File: src/logic/cnn_shape_pkg.sv
`default_nettype none

package cnn_shape_pkg;

	// input frame
	localparam int FRAME_WIDTH = 8;
	localparam int FRAME_HEIGHT = 8;

	// kernel
	localparam int KERNEL_SIZE = 3;
	localparam int KERNEL_TAPS = KERNEL_SIZE * KERNEL_SIZE;

	// channel counts
	localparam int IN_CH = 2;
	localparam int OUT_CH = 2;

	// result grid, valid windows only
	localparam int OUT_WIDTH = FRAME_WIDTH - KERNEL_SIZE + 1;
	localparam int OUT_HEIGHT = FRAME_HEIGHT - KERNEL_SIZE + 1;

	// coefficient stream, weights first then one bias per output channel
	localparam int WEIGHT_WORDS = OUT_CH * KERNEL_TAPS;
	localparam int COEF_WORDS = WEIGHT_WORDS + OUT_CH;

endpackage

`default_nettype wire

File: src/logic/cnn_data_pkg.sv
`default_nettype none

package cnn_data_pkg;

	localparam int PIXEL_BITS = 8;
	localparam int PROD_BITS = 2 * PIXEL_BITS;
	localparam int ACC_BITS = 20;
	localparam int BIAS_BITS = 16;
	localparam int COORD_BITS = 3;
	localparam int COEF_CNT_BITS = $clog2(cnn_shape_pkg::COEF_WORDS);

	// one signed channel lane
	typedef logic signed [PIXEL_BITS-1:0] lane_t;

	// lane 0 in the low bits
	typedef lane_t [cnn_shape_pkg::IN_CH-1:0] pixel_t;
	typedef lane_t [cnn_shape_pkg::IN_CH-1:0] weight_t;

	typedef logic signed [BIAS_BITS-1:0] bias_t;
	typedef logic signed [PROD_BITS-1:0] prod_t;
	typedef logic signed [ACC_BITS-1:0] acc_t;

	// a coefficient word carries either per-lane weights or one bias
	typedef union packed {
		weight_t weight;
		bias_t   bias;
	} coef_word_u;

	// tap t sits at kernel row t/3, column t%3
	typedef pixel_t [cnn_shape_pkg::KERNEL_TAPS-1:0] window_t;

	typedef weight_t [cnn_shape_pkg::OUT_CH-1:0][cnn_shape_pkg::KERNEL_TAPS-1:0] weight_bank_t;
	typedef bias_t [cnn_shape_pkg::OUT_CH-1:0] bias_bank_t;
	typedef acc_t [cnn_shape_pkg::OUT_CH-1:0] acc_vec_t;

	typedef logic [COORD_BITS-1:0] coord_t;
	typedef logic [COEF_CNT_BITS-1:0] coef_cnt_t;

endpackage

`default_nettype wire

File: src/logic/coef_decode.sv
`default_nettype none

module coef_decode (
	input  logic                       clk,
	input  logic                       rst,
	input  logic                       coef_valid,
	output logic                       coef_ready,
	input  cnn_data_pkg::coef_word_u   coef_data,
	output cnn_data_pkg::weight_bank_t weights,
	output cnn_data_pkg::bias_bank_t   biases,
	output logic                       coef_loaded
);

	cnn_data_pkg::coef_cnt_t coef_count;
	logic                    coef_accept;

	// one load per reset
	assign coef_ready = !coef_loaded;
	assign coef_accept = coef_valid && coef_ready;

	always_ff @(posedge clk or posedge rst)
	begin
		if (rst)
		begin
			coef_count <= '0;
			coef_loaded <= 1'b0;
		end
		else if (coef_accept)
		begin
			coef_count <= coef_count + 1'b1;
			if (coef_count == cnn_data_pkg::coef_cnt_t'(cnn_shape_pkg::COEF_WORDS - 1))
			begin
				coef_loaded <= 1'b1;
			end
		end
	end

	// word o*9+t is a weight word, the last OUT_CH words are biases
	always_ff @(posedge clk)
	begin
		if (coef_accept)
		begin
			for (int o = 0; o < cnn_shape_pkg::OUT_CH; o++)
			begin
				for (int t = 0; t < cnn_shape_pkg::KERNEL_TAPS; t++)
				begin
					if (coef_count == cnn_data_pkg::coef_cnt_t'(o * cnn_shape_pkg::KERNEL_TAPS + t))
					begin
						weights[o][t] <= coef_data.weight;
					end
				end
			end
			for (int o = 0; o < cnn_shape_pkg::OUT_CH; o++)
			begin
				if (coef_count == cnn_data_pkg::coef_cnt_t'(cnn_shape_pkg::WEIGHT_WORDS + o))
				begin
					biases[o] <= coef_data.bias;
				end
			end
		end
	end

endmodule

`default_nettype wire

File: config.mk
export PLATFORM = sky130hd
export DESIGN_NAME = coef_decode
export DESIGN_NICKNAME = d
export VERILOG_FILES = /design/src/logic/cnn_shape_pkg.sv /design/src/logic/cnn_data_pkg.sv /design/src/logic/coef_decode.sv
export SDC_FILE = /design/constraint.sdc
export NUM_CORES = 1
export LEC_CHECK = 0
export BUFFER_PORTS_ARGS = -buffer_cell sky130_fd_sc_hd__buf_2
export CAP_MARGIN = 20
export CELL_PAD_IN_SITES_DETAIL_PLACEMENT = 2
export CELL_PAD_IN_SITES_GLOBAL_PLACEMENT = 2
export CORE_UTILIZATION = 38
export CTS_BUF_LIST = sky130_fd_sc_hd__clkbuf_8
export CTS_CLUSTER_SIZE = 20
export DETAILED_ROUTE_END_ITERATION = 12
export HOLD_SLACK_MARGIN = 0.06
export PLACE_DENSITY_LB_ADDON = 0.25
export SLEW_MARGIN = 15
export SYNTH_ARGS = -nofsm -noshare
export SYNTH_HDL_FRONTEND = slang
export SYNTH_SLANG_ARGS = --single-unit
File: constraint.sdc
create_clock -name clk -period 2.9 [get_ports clk]
set_clock_uncertainty 0.2 [all_clocks]
set_input_delay 0.29 -clock clk [delete_from_list [all_inputs] [get_ports clk]]
set_output_delay 0.29 -clock clk [all_outputs]
set_load 0.02 [all_outputs]
==> out/results.tsv <==
metric	value	unit
sum of negative setup slack	0	ns
CP Class	flop to flop	
Clock transition at path regs	0.09	ns
post-CTS resize count	0	
Final Setup Violations	0	
Num CTS Buffers	52	
largest net degree at the start of global routing	21	
Post-Syn Area	0.01011	mm²
Seq cells post-synth	326	
die height	165.1	µm
gr ovfl total	0	
fmax	424.1	MHz
crit-path max FO	16	
clk root buf	clkbuf_8	
post-CTS setup buffers	0	
hold crit path type	input pin to flop	
row count	59	
Unique masters post-synth	23	
Inst Count DP	1070	
Layout Cells excl Fill	1168	
syn nets	406	
Max Cap Viol	0	
Post-CTS Hold Buffers	9	
DIE AREA	0.02727	mm²
area grow syn2layout	33.02	%
minimum clock period	2.358	ns
simple-gate share of the synthesized area	1.843	%
first-pass GRT wire length	47260	µm
period utilization	81.32	%
Post-Synth Adder-Cell Area	0.7423	%
Worst Max-Slew Pin Slew	0.7657	ns
starting DRC count in detailed routing	359	
Synth top area share	95.01	%
Avg WL per Cell	29.89	µm
Fin. Hold Viols	0	
unrepaired setup endpoints after global routing	false	
core area	0.02606	mm²
TritonCTS clock tree	yes	
antenna cells	0	
synth top area cells	edfxtp_1, dfrtp_1, ha_1, nor2_1, xnor2_1	
Routed Antenna Nets	0	
via count	5650	
Critical Path Source Type	flop	
dominant cell type by area after synthesis	edfxtp_1	
Detailed Place HPWL	22250	µm
Ys Warns	0	
WL final	34920	µm
Initial DRT Pass Iterations	4	
Port Buffers	340	
worst skew pair latency	0.56	ns
status	complete, no violations	
Post-Synth XOR/XNOR Area	0.2598	%
CP Data Required Time	2.87	ns
Critical Path Sink	biases[25]	
Final Max Slew Viols	0	
mux cell area share after synthesis	0.09897	%
clock tree buffer depth	3	
PD cells	722.6	mW/mm²
die width	165.1	µm
Synth Area per Inst	26.54	µm²
fin nets	824	
Reg area	0.009759	mm²
worst r2r src	coef_loaded	
Via density	4.837	
Slew headroom	48.95	%
CTS H-Tree Depth	2	
vias in the first global route	6129	
layout cells sized above 1	52.22	%
# DRC	0	
Fill cells	2341	
sequential share of the synthesized area	96.50	%
Post-Syn Instances	381	
Critical Path AT	2.33	ns
Initial Util	38.81	%
R2R depth	3	
Setup crit start	coef_loaded	
Overall Global Routing Usage	25.59	%
Final GP Congestion	0.7608	
Worst Setup End Kind	flop	
multi-input logic area	339.1	µm²
IR drop worst, VDD	0.0004171	V
Leakage	5.158	nW
initial antenna violation count	1	
Compound-Gate Fraction of Synth Area	0.1608	%
reg-to-reg slack, setup	0.54	ns
I/O pins	341	
worst reg2reg path endpoint	biases[25]	
main combinational cell family by area after synthesis	simple AND/OR/NAND/NOR gates	
clock sinks	326	
-- sequential cells by signal, summed over array words and instances (netlist names) --
signal and flops:
biases 32, weights 288, coef_loaded 1, coef_count 5
-- cells by family (layout without fill, tap and decap cells) --
group / count (synthesis) / count (layout)
flops: 326 / 326
simple gates: 35 / 35
xor+xnor: 3 / 3
fa+ha+maj: 6 / 6
mux: 1 / 1
buf+inv: 8 / 460
compound gates: 2 / 2
-- placed cells by master (no fill, tap or decap), drive strengths merged, types with 4 or more instances in the layout --
cell,netlist,final
dlygate4sd3,0,10
ha,6,6
clkinv,0,8
and2,4,4
dfrtp,6,6
edfxtp,320,320
inv,5,25
nand2,6,6
nor3,4,4
clkbuf,0,57
nor2,12,12
buf,3,357
-- Yosys cell counts, drive strengths merged --
cell type and number:
inv 5, a41o 1, nand4 1, and4 1, nor2 12, nand2b 2
ha 6, mux2i 1, buf 3, dfrtp 6, nor2b 1, edfxtp 320
and3 2, nor3b 1, xnor2 3, nand3 1, nor3 4, o21ai 1
and2 4, nand2 6
-- layer usage --
layer	up-vias	global-route usage (%)	share of wire, %
met5	-	0	0
met4	0	7.631	2.1
met3	48	5.744	7.0
met2	271	45.30	52
met1	2981	31.11	39
li1	2350	-	-
-- final cells by class --
class	count	area share, %
multi-input cells	47	2.520
well taps	335	3.116
clock buffers	57	5.831
repair buffers	367	14.34
clock inverters	31	1.507
flip-flops and latches	326	72.54
inverters	5	0.1395
-- worst min-delay path by stage --
stage | to | slack (ns) | startpoint | depth (start not counted)
2_1_floorplan | coef_count[0] | -0.12 | rst | 1
3_3_place_gp | coef_count[4] | 0.03 | rst | 2
3_5_place_dp | coef_count[1] | 0.03 | rst | 2
4_1_cts | weights[83] | 0.06 | coef_data[3] | 1
5_1_grt | weights[158] | 0.06 | coef_data[14] | 1
6_report | weights[158] | 0.07 | coef_data[14] | 1
-- through the flow --
step,util (%),hold slack [ns],setup WS [ns],total power [mW],instance area [µm²]
2_1_floorplan,-,-0.1190,0.2555,5.658,10110
3_5_place_dp,47.45,0.03222,0.5955,5.938,12370
3_3_place_gp,47.45,0.03121,0.7435,5.868,12370
4_1_cts,51.59,0.06239,0.4977,9.777,13440
6_report,51.63,0.06600,0.5418,9.720,13450
5_1_grt,51.63,0.06394,0.4392,10.01,13450
-- where the power goes --
part | internal [mW] | total [mW] | switching [mW] | leakage, nW
sequential | 5.26 | 5.38 | 0.119 | 2.94
combinational | 0.127 | 0.483 | 0.355 | 1.63
clock | 2.06 | 3.86 | 1.80 | 0.585
-- critical path, stage by stage, from the launching register on --
cell and delay, ns:
dfrtp_1 0.46, nor2b_2 0.41, and3_4 0.28, and2_1 0.63
Power figures use the tool's default switching activity.
