[config.mk]
export PLATFORM = sky130hd
export DESIGN_NAME = result_writer_flat
export DESIGN_NICKNAME = d
export VERILOG_FILES = /design/src/logic/cnn_shape_pkg.sv /design/src/logic/cnn_data_pkg.sv /design/src/logic/conv_if.sv /design/src/logic/result_writer.sv /design/src/flat_wrapper.sv
export SDC_FILE = /design/constraint.sdc
export NUM_CORES = 1
export LEC_CHECK = 0
export BUFFER_PORTS_ARGS = -buffer_cell sky130_fd_sc_hd__buf_2
export CAP_MARGIN = 10
export CORE_MARGIN = 5
export CORE_UTILIZATION = 44
export CTS_CLUSTER_DIAMETER = 150
export DETAILED_ROUTE_END_ITERATION = 7
export GPL_ROUTABILITY_DRIVEN = 0
export PLACE_DENSITY = 0.83
export SYNTH_ARGS = -nofsm -noshare
export SYNTH_HDL_FRONTEND = slang
export SYNTH_SLANG_ARGS = --single-unit
[constraint.sdc]
create_clock -name clk -period 4.6 [get_ports clk]
set_input_delay 0.46 -clock clk [delete_from_list [all_inputs] [get_ports clk]]
set_output_delay 0.46 -clock clk [all_outputs]
set_load 0.03 [all_outputs]
[src/logic/cnn_shape_pkg.sv]
`default_nettype none

package cnn_shape_pkg;

	// input frame
	localparam int FRAME_WIDTH = 8;
	localparam int FRAME_HEIGHT = 8;

	// kernel
	localparam int KERNEL_SIZE = 3;
	localparam int KERNEL_TAPS = KERNEL_SIZE * KERNEL_SIZE;

	// channel counts
	localparam int IN_CH = 2;
	localparam int OUT_CH = 2;

	// result grid, valid windows only
	localparam int OUT_WIDTH = FRAME_WIDTH - KERNEL_SIZE + 1;
	localparam int OUT_HEIGHT = FRAME_HEIGHT - KERNEL_SIZE + 1;

	// coefficient stream, weights first then one bias per output channel
	localparam int WEIGHT_WORDS = OUT_CH * KERNEL_TAPS;
	localparam int COEF_WORDS = WEIGHT_WORDS + OUT_CH;

endpackage

`default_nettype wire

[src/logic/cnn_data_pkg.sv]
`default_nettype none

package cnn_data_pkg;

	localparam int PIXEL_BITS = 8;
	localparam int PROD_BITS = 2 * PIXEL_BITS;
	localparam int ACC_BITS = 20;
	localparam int BIAS_BITS = 16;
	localparam int COORD_BITS = 3;
	localparam int COEF_CNT_BITS = $clog2(cnn_shape_pkg::COEF_WORDS);

	// one signed channel lane
	typedef logic signed [PIXEL_BITS-1:0] lane_t;

	// lane 0 in the low bits
	typedef lane_t [cnn_shape_pkg::IN_CH-1:0] pixel_t;
	typedef lane_t [cnn_shape_pkg::IN_CH-1:0] weight_t;

	typedef logic signed [BIAS_BITS-1:0] bias_t;
	typedef logic signed [PROD_BITS-1:0] prod_t;
	typedef logic signed [ACC_BITS-1:0] acc_t;

	// a coefficient word carries either per-lane weights or one bias
	typedef union packed {
		weight_t weight;
		bias_t   bias;
	} coef_word_u;

	// tap t sits at kernel row t/3, column t%3
	typedef pixel_t [cnn_shape_pkg::KERNEL_TAPS-1:0] window_t;

	typedef weight_t [cnn_shape_pkg::OUT_CH-1:0][cnn_shape_pkg::KERNEL_TAPS-1:0] weight_bank_t;
	typedef bias_t [cnn_shape_pkg::OUT_CH-1:0] bias_bank_t;
	typedef acc_t [cnn_shape_pkg::OUT_CH-1:0] acc_vec_t;

	typedef logic [COORD_BITS-1:0] coord_t;
	typedef logic [COEF_CNT_BITS-1:0] coef_cnt_t;

endpackage

`default_nettype wire

[src/logic/conv_if.sv]
`default_nettype none


// sum register to the output register
interface sum_if;

	logic                   valid;
	cnn_data_pkg::acc_vec_t sums;
	cnn_data_pkg::coord_t   row;
	cnn_data_pkg::coord_t   col;
	logic                   advance;

	modport source (
		output valid,
		output sums,
		output row,
		output col,
		input  advance
	);

	modport sink (
		input  valid,
		input  sums,
		input  row,
		input  col,
		output advance
	);

endinterface

`default_nettype wire

[src/logic/result_writer.sv]
`default_nettype none

module result_writer (
	input  logic                   clk,
	input  logic                   rst,
	sum_if.sink                    sums,
	output logic                   out_valid,
	input  logic                   out_ready,
	output cnn_data_pkg::acc_vec_t out_data,
	output cnn_data_pkg::coord_t   out_row,
	output cnn_data_pkg::coord_t   out_col,
	output logic                   out_last
);

	logic frame_end;

	// move on when the output register is free or being taken
	assign sums.advance = !out_valid || out_ready;

	assign frame_end = sums.valid &&
		(sums.row == cnn_data_pkg::coord_t'(cnn_shape_pkg::OUT_HEIGHT - 1)) &&
		(sums.col == cnn_data_pkg::coord_t'(cnn_shape_pkg::OUT_WIDTH - 1));

	always_ff @(posedge clk or posedge rst)
	begin
		if (rst)
		begin
			out_valid <= 1'b0;
			out_last <= 1'b0;
		end
		else if (sums.advance)
		begin
			out_valid <= sums.valid;
			out_last <= frame_end;
		end
	end

	// held while stalled
	always_ff @(posedge clk)
	begin
		if (sums.advance)
		begin
			out_data <= sums.sums;
			out_row <= sums.row;
			out_col <= sums.col;
		end
	end

endmodule

`default_nettype wire

[src/flat_wrapper.sv]
// flat-port wrapper written by rule: the top's interface ports become plain ports
module result_writer_flat 
  (clk, rst, out_valid, out_ready, out_data, out_row, out_col, out_last, sums_valid, sums_sums, sums_row, sums_col, sums_advance);
  sum_if sums_i ();
  input  logic clk;
  input  logic rst;
  output logic out_valid;
  input  logic out_ready;
  output cnn_data_pkg::acc_vec_t out_data;
  output cnn_data_pkg::coord_t out_row;
  output cnn_data_pkg::coord_t out_col;
  output logic out_last;
  input wire logic [$bits(sums_i.valid)-1:0] sums_valid;
  input wire logic [$bits(sums_i.sums)-1:0] sums_sums;
  input wire logic [$bits(sums_i.row)-1:0] sums_row;
  input wire logic [$bits(sums_i.col)-1:0] sums_col;
  output wire logic [$bits(sums_i.advance)-1:0] sums_advance;
  assign sums_i.valid = sums_valid;
  assign sums_i.sums = sums_sums;
  assign sums_i.row = sums_row;
  assign sums_i.col = sums_col;
  assign sums_advance = sums_i.advance;
  result_writer u_core (.clk(clk), .rst(rst), .sums(sums_i), .out_valid(out_valid), .out_ready(out_ready), .out_data(out_data), .out_row(out_row), .out_col(out_col), .out_last(out_last));
endmodule
==> impl_metrics.ini <==
[status]
outcome = complete, no violations

[drt]
wl_met1_mm = 1.07
vias_per_cell = 4.37
drc = 0
met2_length_mm = 1.57
wl_per_cell_um = 15.3
wl_met3_um = 530
drt_iter0_markers = 61
firstDrtPassIters = 4
highest_layer = met4
ant_nets = 0
vias = 918
wl_mm = 3.21

[floorplan]
core_um2 = 3310
boundaryPins = 99
die_area_um2 = 4660
die_h_um = 68.3
row_count = 21
die_x_um = 68.3
initial_core_util_pct = 45.2

[global_route]
grt_pass1_wl_mm = 4.15
antenna_found_initial = 0
grt_pass1_vias = 873
grt_max_degree = 43
grt_usage_pct = 12.8
globalRouteOverflowTotal = 0

[clock_network]
clkLatencyLatePin_ns = 0.34
clock_sinks = 48
ctsResizeCount = 0
cts_buffers = 5
tritoncts = yes
clk_pin_slew_ns = 0.12
cts_max_level = 2
cts-root-buf = clkbuf_4
clk_path_buf_depth = 2

[cells_and_area]
layout.nets = 213
seqCellArea_um2 = 1430
antenna_cells = 0
n_fill_cell = 242
multi_input_area_um2 = 56.3
final_util_pct = 63.7
layout-drive-gt1-share_pct = 64.6
area_growth_pct = 41.1

[timing]
fmax_mhz = 536
tns_ns = 0
worst_slew_margin_rel_pct = 67.1
fin_crit_ns = 1.87
fin_skew_ns = 0.00913
final-setup-viol-count = 0
hold_viol = 0
maxSlewViolCount = 0
final.period_utilization_pct = 40.6
rsz0062_at_grt = no
tightest_slew_ns = 0.494

[place]
dp_hpwl_mm = 2.55
port_buffers = 98

[power]
power_frac_seq_pct = 63.4
p_per_area_nw_per_um2 = 389
internal_power_uw = 610
clockPowerShare_pct = 21.1
leakage_uw = 0.000939
p_switching_uw = 211
power_frac_comb_pct = 15.5
peakVddDrop_uv = 160
netSwitchingFraction_pct = 25.8

[worst_setup_path]
path_buf_inv = 2
slowest_delay_ns = 0.40
crit_chain = nor2b_4 -> clkinv_1 -> buf_2
crit_fanout = 7
cp-start-kind = register
cp.required_ns = 4.14
path_class = reg2out
endpoint_kind = output port
critPathTopFamily = buffers and inverters
arrival_ns = 1.41
cp_slowest_cell = dfrtp_1

[logic_synthesis]
synth_top_family_by_area = simple AND/OR/NAND/NOR gates
synth_simple_gate_area_share_pct = 2.68
synth_cells = 56
synth-seq-cells = 48
yosysSeqAreaShare_pct = 95.7
yosys.cell_types.count = 9
synth_compound_area_share_pct = 1.09
synth_area_per_cell_um2 = 26.7
syn_area_um2 = 1500
synth_nets = 106
synth_xor_xnor_area_share_pct = 0
synth.area.mux_share_pct = 0
synthAdderAreaFrac_pct = 0
yosys_warnings = 0

[run]
cap_violations = 0

[min_path]
hold_path_class = in2reg
## worst register-to-register path, cell delays in order, from the launching register on
cell      delay, ns
dfrtp_1        0.42
nor2b_4        0.15
clkinv_1       0.14
buf_4          0.46
## per-stage QoR
step / worst slack [ns] / total power [uW] / hold WS, ns / instance area, um2 / instances
after detailed placement: 2.94 / 659 / 0.314 / 2050 / 201
after floorplan: 2.40 / 606 / 0.201 / 1500 / 56
after global routing: 2.60 / 855 / 0.245 / 2110 / 210
after CTS: 2.72 / 828 / 0.271 / 2110 / 210
after global placement: 2.98 / 656 / 0.315 / 2050 / 201
final: 2.73 / 821 / 0.283 / 2110 / 210
## area by class of cell
type                    count  share of cell area, %
flip-flops and latches     48                   67.9
repair buffers            100                   24.1
well taps                  46                   2.73
multi-input cells           6                   2.67
clock buffers               7                   2.14
inverters                   2                  0.356
clock inverters             1                  0.178
## cells in the final DEF, fill, tap and decap left out
cell,synthesis,final
clkbuf_4,0,5
nand4b_1,1,1
nand3b_1,1,1
nand2b_1,1,1
clkbuf_1,0,2
clkinv_1,0,2
buf_4,0,1
dlygate4sd3_1,0,1
nor2b_4,1,1
buf_2,0,98
edfxtp_1,46,46
dfrtp_1,2,2
inv_1,2,1
o41ai_2,1,1
nand2_1,1,1
## power by group through the flow
stage          Sequential, uW  Combinational (uW)  Clock, uW
6_report                  520                 127        173
5_1_grt                   524                 134        197
4_1_cts                   521                 129        179
3_5_place_dp              531                 128          0
3_3_place_gp              530                 126          0
2_1_floorplan             595                11.6          0
## state kept, by name (all words and copies together), names as in the netlist
| name | flops |
|---|---|
| u_core.out_last | 1 |
| u_core.out_row | 3 |
| u_core.out_data | 40 |
| u_core.out_valid | 1 |
| u_core.out_col | 3 |
## path summary, 6_finish.rpt
check / slack (ns) / to / start / cells past startpoint
max: 2.73 / sums_advance / u_core.out_valid / 3
min reg2reg: 0.57 / u_core.out_last / u_core.out_last / 2
max reg2reg: 3.05 / u_core.out_data[35] / u_core.out_valid / 3
min in group asynchronous: 0.49 / u_core.out_valid / rst / 3
max in group asynchronous: 4.00 / u_core.out_last / rst / 3
min: 0.28 / u_core.out_data[8] / sums_sums[8] / 1
## cells in the mapped netlist
master    instances  area (um2)
nand3b_1          1        7.51
edfxtp_1         46        1380
nor2b_4           1        13.8
o41ai_2           1        16.3
inv_1             2        7.51
dfrtp_1           2        50.1
nand2b_1          1        6.26
nand4b_1          1        8.76
nand2_1           1        3.75
## metal layers
metal  GRT usage (%)  up-vias
met5               0        -
met3            5.58        4
li1                -      431
met1            13.0      421
met4            6.70        0
met2            22.1       62
## timing repair
item                       4_1_cts  5_1_grt
setup endpoints to repair        0        0
setup buffers                    0        0
hold buffers                     1        0
hold endpoints to repair         2        0
## cells by family (layout without fill, tap and decap cells)
logic type             after synthesis  count (layout)
buffers and inverters                2             110
flip-flops                          48              48
AND/OR/NAND/NOR                      5               5
AO/OA/AOI/OAI                        1               1
(Power assumes the default switching activity.)
