`src/logic/cnn_shape_pkg.sv`:
```
`default_nettype none

package cnn_shape_pkg;

	// input frame
	localparam int FRAME_WIDTH = 8;
	localparam int FRAME_HEIGHT = 8;

	// kernel
	localparam int KERNEL_SIZE = 3;
	localparam int KERNEL_TAPS = KERNEL_SIZE * KERNEL_SIZE;

	// channel counts
	localparam int IN_CH = 2;
	localparam int OUT_CH = 2;

	// result grid, valid windows only
	localparam int OUT_WIDTH = FRAME_WIDTH - KERNEL_SIZE + 1;
	localparam int OUT_HEIGHT = FRAME_HEIGHT - KERNEL_SIZE + 1;

	// coefficient stream, weights first then one bias per output channel
	localparam int WEIGHT_WORDS = OUT_CH * KERNEL_TAPS;
	localparam int COEF_WORDS = WEIGHT_WORDS + OUT_CH;

endpackage

`default_nettype wire

```
`src/logic/cnn_data_pkg.sv`:
```
`default_nettype none

package cnn_data_pkg;

	localparam int PIXEL_BITS = 8;
	localparam int PROD_BITS = 2 * PIXEL_BITS;
	localparam int ACC_BITS = 20;
	localparam int BIAS_BITS = 16;
	localparam int COORD_BITS = 3;
	localparam int COEF_CNT_BITS = $clog2(cnn_shape_pkg::COEF_WORDS);

	// one signed channel lane
	typedef logic signed [PIXEL_BITS-1:0] lane_t;

	// lane 0 in the low bits
	typedef lane_t [cnn_shape_pkg::IN_CH-1:0] pixel_t;
	typedef lane_t [cnn_shape_pkg::IN_CH-1:0] weight_t;

	typedef logic signed [BIAS_BITS-1:0] bias_t;
	typedef logic signed [PROD_BITS-1:0] prod_t;
	typedef logic signed [ACC_BITS-1:0] acc_t;

	// a coefficient word carries either per-lane weights or one bias
	typedef union packed {
		weight_t weight;
		bias_t   bias;
	} coef_word_u;

	// tap t sits at kernel row t/3, column t%3
	typedef pixel_t [cnn_shape_pkg::KERNEL_TAPS-1:0] window_t;

	typedef weight_t [cnn_shape_pkg::OUT_CH-1:0][cnn_shape_pkg::KERNEL_TAPS-1:0] weight_bank_t;
	typedef bias_t [cnn_shape_pkg::OUT_CH-1:0] bias_bank_t;
	typedef acc_t [cnn_shape_pkg::OUT_CH-1:0] acc_vec_t;

	typedef logic [COORD_BITS-1:0] coord_t;
	typedef logic [COEF_CNT_BITS-1:0] coef_cnt_t;

endpackage

`default_nettype wire

```
`src/logic/conv_if.sv`:
```
`default_nettype none

// window register to the multiply stage
interface window_if;

	logic                  valid;
	cnn_data_pkg::window_t taps;
	cnn_data_pkg::coord_t  row;
	cnn_data_pkg::coord_t  col;
	logic                  advance;

	modport source (
		output valid,
		output taps,
		output row,
		output col,
		input  advance
	);

	modport sink (
		input  valid,
		input  taps,
		input  row,
		input  col,
		output advance
	);

endinterface


`default_nettype wire

```
`src/logic/window_builder.sv`:
```
`default_nettype none

module window_builder (
	input  logic                 clk,
	input  logic                 rst,
	input  logic                 coef_loaded,
	input  logic                 pixel_valid,
	output logic                 pixel_ready,
	input  cnn_data_pkg::pixel_t pixel_data,
	window_if.source             win
);

	// two rows back and one row back, indexed by column
	cnn_data_pkg::pixel_t row_top [cnn_shape_pkg::FRAME_WIDTH];
	cnn_data_pkg::pixel_t row_mid [cnn_shape_pkg::FRAME_WIDTH];

	cnn_data_pkg::coord_t row_cnt;
	cnn_data_pkg::coord_t col_cnt;
	logic                 pixel_accept;
	logic                 window_full;

	assign pixel_ready = coef_loaded && win.advance;
	assign pixel_accept = pixel_valid && pixel_ready;

	assign window_full =
		(row_cnt >= cnn_data_pkg::coord_t'(cnn_shape_pkg::KERNEL_SIZE - 1)) &&
		(col_cnt >= cnn_data_pkg::coord_t'(cnn_shape_pkg::KERNEL_SIZE - 1));

	// raster position of the next pixel
	always_ff @(posedge clk or posedge rst)
	begin
		if (rst)
		begin
			row_cnt <= '0;
			col_cnt <= '0;
		end
		else if (pixel_accept)
		begin
			if (col_cnt == cnn_data_pkg::coord_t'(cnn_shape_pkg::FRAME_WIDTH - 1))
			begin
				col_cnt <= '0;
				if (row_cnt == cnn_data_pkg::coord_t'(cnn_shape_pkg::FRAME_HEIGHT - 1))
				begin
					row_cnt <= '0;
				end
				else
				begin
					row_cnt <= row_cnt + 1'b1;
				end
			end
			else
			begin
				col_cnt <= col_cnt + 1'b1;
			end
		end
	end

	always_ff @(posedge clk or posedge rst)
	begin
		if (rst)
		begin
			win.valid <= 1'b0;
		end
		else if (win.advance)
		begin
			win.valid <= pixel_accept && window_full;
		end
	end

	// shift window left, new right column from the stores and the pixel
	always_ff @(posedge clk)
	begin
		if (pixel_accept)
		begin
			for (int k = 0; k < cnn_shape_pkg::KERNEL_SIZE; k++)
			begin
				for (int j = 0; j < cnn_shape_pkg::KERNEL_SIZE - 1; j++)
				begin
					win.taps[k * cnn_shape_pkg::KERNEL_SIZE + j] <=
						win.taps[k * cnn_shape_pkg::KERNEL_SIZE + j + 1];
				end
			end
			win.taps[cnn_shape_pkg::KERNEL_SIZE - 1] <= row_top[col_cnt];
			win.taps[2 * cnn_shape_pkg::KERNEL_SIZE - 1] <= row_mid[col_cnt];
			win.taps[cnn_shape_pkg::KERNEL_TAPS - 1] <= pixel_data;
			row_top[col_cnt] <= row_mid[col_cnt];
			row_mid[col_cnt] <= pixel_data;
			// top-left corner of the window
			win.row <= row_cnt - cnn_data_pkg::coord_t'(cnn_shape_pkg::KERNEL_SIZE - 1);
			win.col <= col_cnt - cnn_data_pkg::coord_t'(cnn_shape_pkg::KERNEL_SIZE - 1);
		end
	end

endmodule

`default_nettype wire

```
`src/flat_wrapper.sv`:
```
// flat-port wrapper written by rule: the top's interface ports become plain ports
module window_builder_flat 
  (clk, rst, coef_loaded, pixel_valid, pixel_ready, pixel_data, win_valid, win_taps, win_row, win_col, win_advance);
  window_if win_i ();
  input  logic clk;
  input  logic rst;
  input  logic coef_loaded;
  input  logic pixel_valid;
  output logic pixel_ready;
  input  cnn_data_pkg::pixel_t pixel_data;
  output wire logic [$bits(win_i.valid)-1:0] win_valid;
  output wire logic [$bits(win_i.taps)-1:0] win_taps;
  output wire logic [$bits(win_i.row)-1:0] win_row;
  output wire logic [$bits(win_i.col)-1:0] win_col;
  input wire logic [$bits(win_i.advance)-1:0] win_advance;
  assign win_valid = win_i.valid;
  assign win_taps = win_i.taps;
  assign win_row = win_i.row;
  assign win_col = win_i.col;
  assign win_i.advance = win_advance;
  window_builder u_core (.clk(clk), .rst(rst), .coef_loaded(coef_loaded), .pixel_valid(pixel_valid), .pixel_ready(pixel_ready), .pixel_data(pixel_data), .win(win_i));
endmodule
```
`config.mk`:
```
export PLATFORM = sky130hd
export DESIGN_NAME = window_builder_flat
export DESIGN_NICKNAME = d
export VERILOG_FILES = /design/src/logic/cnn_shape_pkg.sv /design/src/logic/cnn_data_pkg.sv /design/src/logic/conv_if.sv /design/src/logic/window_builder.sv /design/src/flat_wrapper.sv
export SDC_FILE = /design/constraint.sdc
export NUM_CORES = 1
export LEC_CHECK = 0
export CORE_ASPECT_RATIO = 0.8
export CORE_MARGIN = 1.5
export CORE_UTILIZATION = 41
export DETAILED_ROUTE_END_ITERATION = 8
export DONT_BUFFER_PORTS = 1
export MAX_ROUTING_LAYER = met4
export PLACE_DENSITY = 0.55
export SYNTH_ARGS = -nofsm -noshare
export SYNTH_HDL_FRONTEND = slang
export SYNTH_SLANG_ARGS = --single-unit
```
`constraint.sdc`:
```
create_clock -name clk -period 2.5 [get_ports clk]
set_input_delay 0.5 -clock clk [delete_from_list [all_inputs] [get_ports clk]]
set_output_delay 0.5 -clock clk [all_outputs]
set_load 0.01 [all_outputs]
```
==> impl_results.md <==
* Syn nets at approximately 670
* Hold WS at 0.0565 ns
* Router iterations before antenna repair at 4
* Clk_lat worst skew at 0.53 ns
* Vias at roughly 6k
* Die height at 172 um
* CTS sink cnt at approximately 410
* Core area at approximately 0.035 mm2
* CTS tree: built
* Total Power at about 17 mW
* Register area share after synthesis at a little over four fifths
* Fillers at between 2k and 3k
* Setup_tns at 0 ns
* Critical Path Fanout Max at 22
* Sequential cell area at 0.0124 mm2
* YS warnings at 0
* Routed vias/inst at between 5 and 6
* Pins Over Slew Limit at 0
* DRC marker count from the first detailed-route iteration at roughly 400
* NumNets Final at 718
* Routed len/inst at ~23 um
* Delay-heaviest family, CP: flip-flops
* Peak VDD IR at about 520 uV
* Num CTS Buffers at 42
* Clock Pin Slew Worst Setup and Hold Paths at 0.06 ns
* Fmax at just under 0.5 GHz
* Initial Utilization at about two fifths
* Crit-path most repeated cell: nand2_1
* Post-route cell area at 0.0168 mm2
* Drt drc at 0
* Reg2reg end: u_core.row_top[6][8]
* First-pass GRT wire length at approximately 40,000 um
* Area of the multi-input gates at 0.00209 mm2
* Max_cap viols at 0
* Crit. End Element: flop
* H-tree depth at 2
* Post-CTS setup buffers at 0
* Power per cell area at slightly above 1000 mW/mm2
* DP Area at between 0.015 and 0.02 mm2
* Vias in the first global route at a little over 6k
* Clock skew at 0.00909 ns
* Global Route Usage Sum at about 15%
* Least-Margin Pin Slew at about 0.5 ns
* Mean Syn Cell Area at 22.9 um2
* Largest net degree at the start of global routing at just over 60
* Post-synthesis cell type count at 23
* Reg2reg start: u_core.col_cnt[0]
* Initial antenna violation count at 2
* HP Class: in2reg
* Top cell type's share of synthesized area at between 80% and 90%
* Layout area overhead at 14.1%
* Antenna cells at 0
* Area of the mapped netlist at between 0.01 and 0.015 mm2
* Remaining antenna violation count at 0
* Die ar. at about 0.037 mm2
* Leak at approximately 5.4 nW
* Hpwl dp at approximately 15,000 um
* Slowest cell delay on critical path at between 0.6 and 0.7 ns
* Clock buffer depth at 3
* Status: completed
* CP startpoint: u_core.col_cnt[0]
* CP arrival at roughly 2.3 ns
* Critical path class: reg2reg
* Tcrit/Tclk final at 82.2%
* Boundary Pins at 173
* Critical path depth at 4
* Final WL at approximately 27,000 um
* #FFs+latches synth at ~410
* Worst Setup EP: u_core.row_top[6][8]
* Clock root buffer master: clkbuf_16
* Post-synth top area cell: edfxtp_1
* Buf/Inv on CP at 1
* GRT Residual Overflow at 0
* Slew HR at between 60% and 70%
* FP Rows at 61
* Nature of the critical path startpoint: flop
* RSZ-0062 raised after global routing: no
* Hold Fails Final Rpt at 0
* GPL Wtd Cong at 0.714
* Worst-path cell chain: buf_4 -> mux4_2 -> nand2_1 -> nand2_1
* Slowest stage cell, crit path: dfrtp_4
* Worst r2r path cells at 4
* Final setup fails at 0
* Die W at about 210 um
* CP Data Required Time at approximately 2.7 ns
* FF-to-FF setup slack at between 0.4 and 0.5 ns
* Largest cells by area after synthesis: edfxtp_1 (83%), mux4_2 (9.8%), nand2_1 (2.5%)
* Post-Syn Instances at between 600 and 700
* Tmin final at 2.05 ns
* Share of layout cells above drive strength 1 at 21.5%
* Buffers on Ports at 0
[sequential cells by signal, indices dropped and copies added (netlist names)]
register	flops
u_core.win.taps	144
u_core.row_mid	128
u_core.win.col	3
u_core.win.row	3
u_core.col_cnt	3
u_core.row_cnt	3
u_core.win.valid	1
u_core.row_top	128
[final cells by class]
class / instances / share of cell area [%]
Inverter: 10 / 0.254
Tap cell: 472 / 3.52
Clock buffer: 53 / 6.90
Sequential cell: 413 / 73.8
Timing Repair Buffer: 25 / 2.03
Multi-Input combinational cell: 195 / 12.5
Clock inverter: 21 / 1.02
[placed cells by master, fill, tap and decap left out, types with 9 or more instances in the layout]
cell type  netlist  final
clkbuf_16        0     45
clkinv_1         0     12
mux4_2          64     64
ha_1            10     10
buf_4            0     12
nand2_1         99     99
inv_1           10      9
edfxtp_1       406    406
buf_12           6     12
[worst min path at each step]
stage | from | end | cells past startpoint
after floorplan | rst | u_core.col_cnt[0] | 1
after CTS | win_advance | u_core.win.valid | 1
final | win_advance | u_core.win.valid | 1
after global placement | rst | u_core.row_cnt[1] | 1
after global routing | pixel_data[13] | u_core.win.taps[141] | 0
after detailed placement | rst | u_core.row_cnt[2] | 1
[cell usage after synthesis (all sizes together)]
cell type    n
mux4        64
nand3        1
o21ai        4
nand4        1
or3          1
ha          10
mux2         1
dfrtp        7
inv         10
and3         8
edfxtp     406
and2         1
buf         17
a21o         1
nand2b       1
nor3         1
a21boi       1
nand2       99
clkbuf       6
o32ai        1
[per-layer routing]
layer,global-route usage [%],part of all wire (%),vias up
met5,-,0,-
met4,4.72,1.9,0
met3,3.96,6.8,41
met2,23.0,47,205
met1,20.4,44,3117
li1,-,-,2656
[cells by family after synthesis]
logic type / Yosys count / share of synthesized area [%]
buffers and inverters: 33 / 1.67
and+or+nand+nor: 113 / 3.11
adders and majority gates: 10 / 0.852
AOI/OAI and AO/OA: 7 / 0.298
muxes: 65 / 9.89
DFF: 413 / 84.2
[metrics by stage]
step | std cells | worst slack [ns] | utilization [%]
finish | 1189 | 0.446 | 47.8
CTS | 1189 | 0.376 | 47.8
floorplan | 641 | 0.00830 | -
detailed placement | 1114 | 0.389 | 44.0
global route | 1189 | 0.281 | 47.8
global placement | 1114 | 0.448 | 44.0
[report_power, final]
group / switching (mW) / internal (mW) / leakage [nW] / total (mW)
combinational: 1.42 / 0.948 / 1.02 / 2.37
clock: 2.45 / 3.57 / 0.646 / 6.02
sequential: 0.272 / 8.46 / 3.78 / 8.73
total: 4.14 / 13.0 / 5.44 / 17.1
[what timing repair did]
item                                   CTS  global route
resized for setup                        0             0
endpoints found under the hold margin    7             0
hold buffers                             1             0
Note: power is estimated with default switching activity, not from simulation.
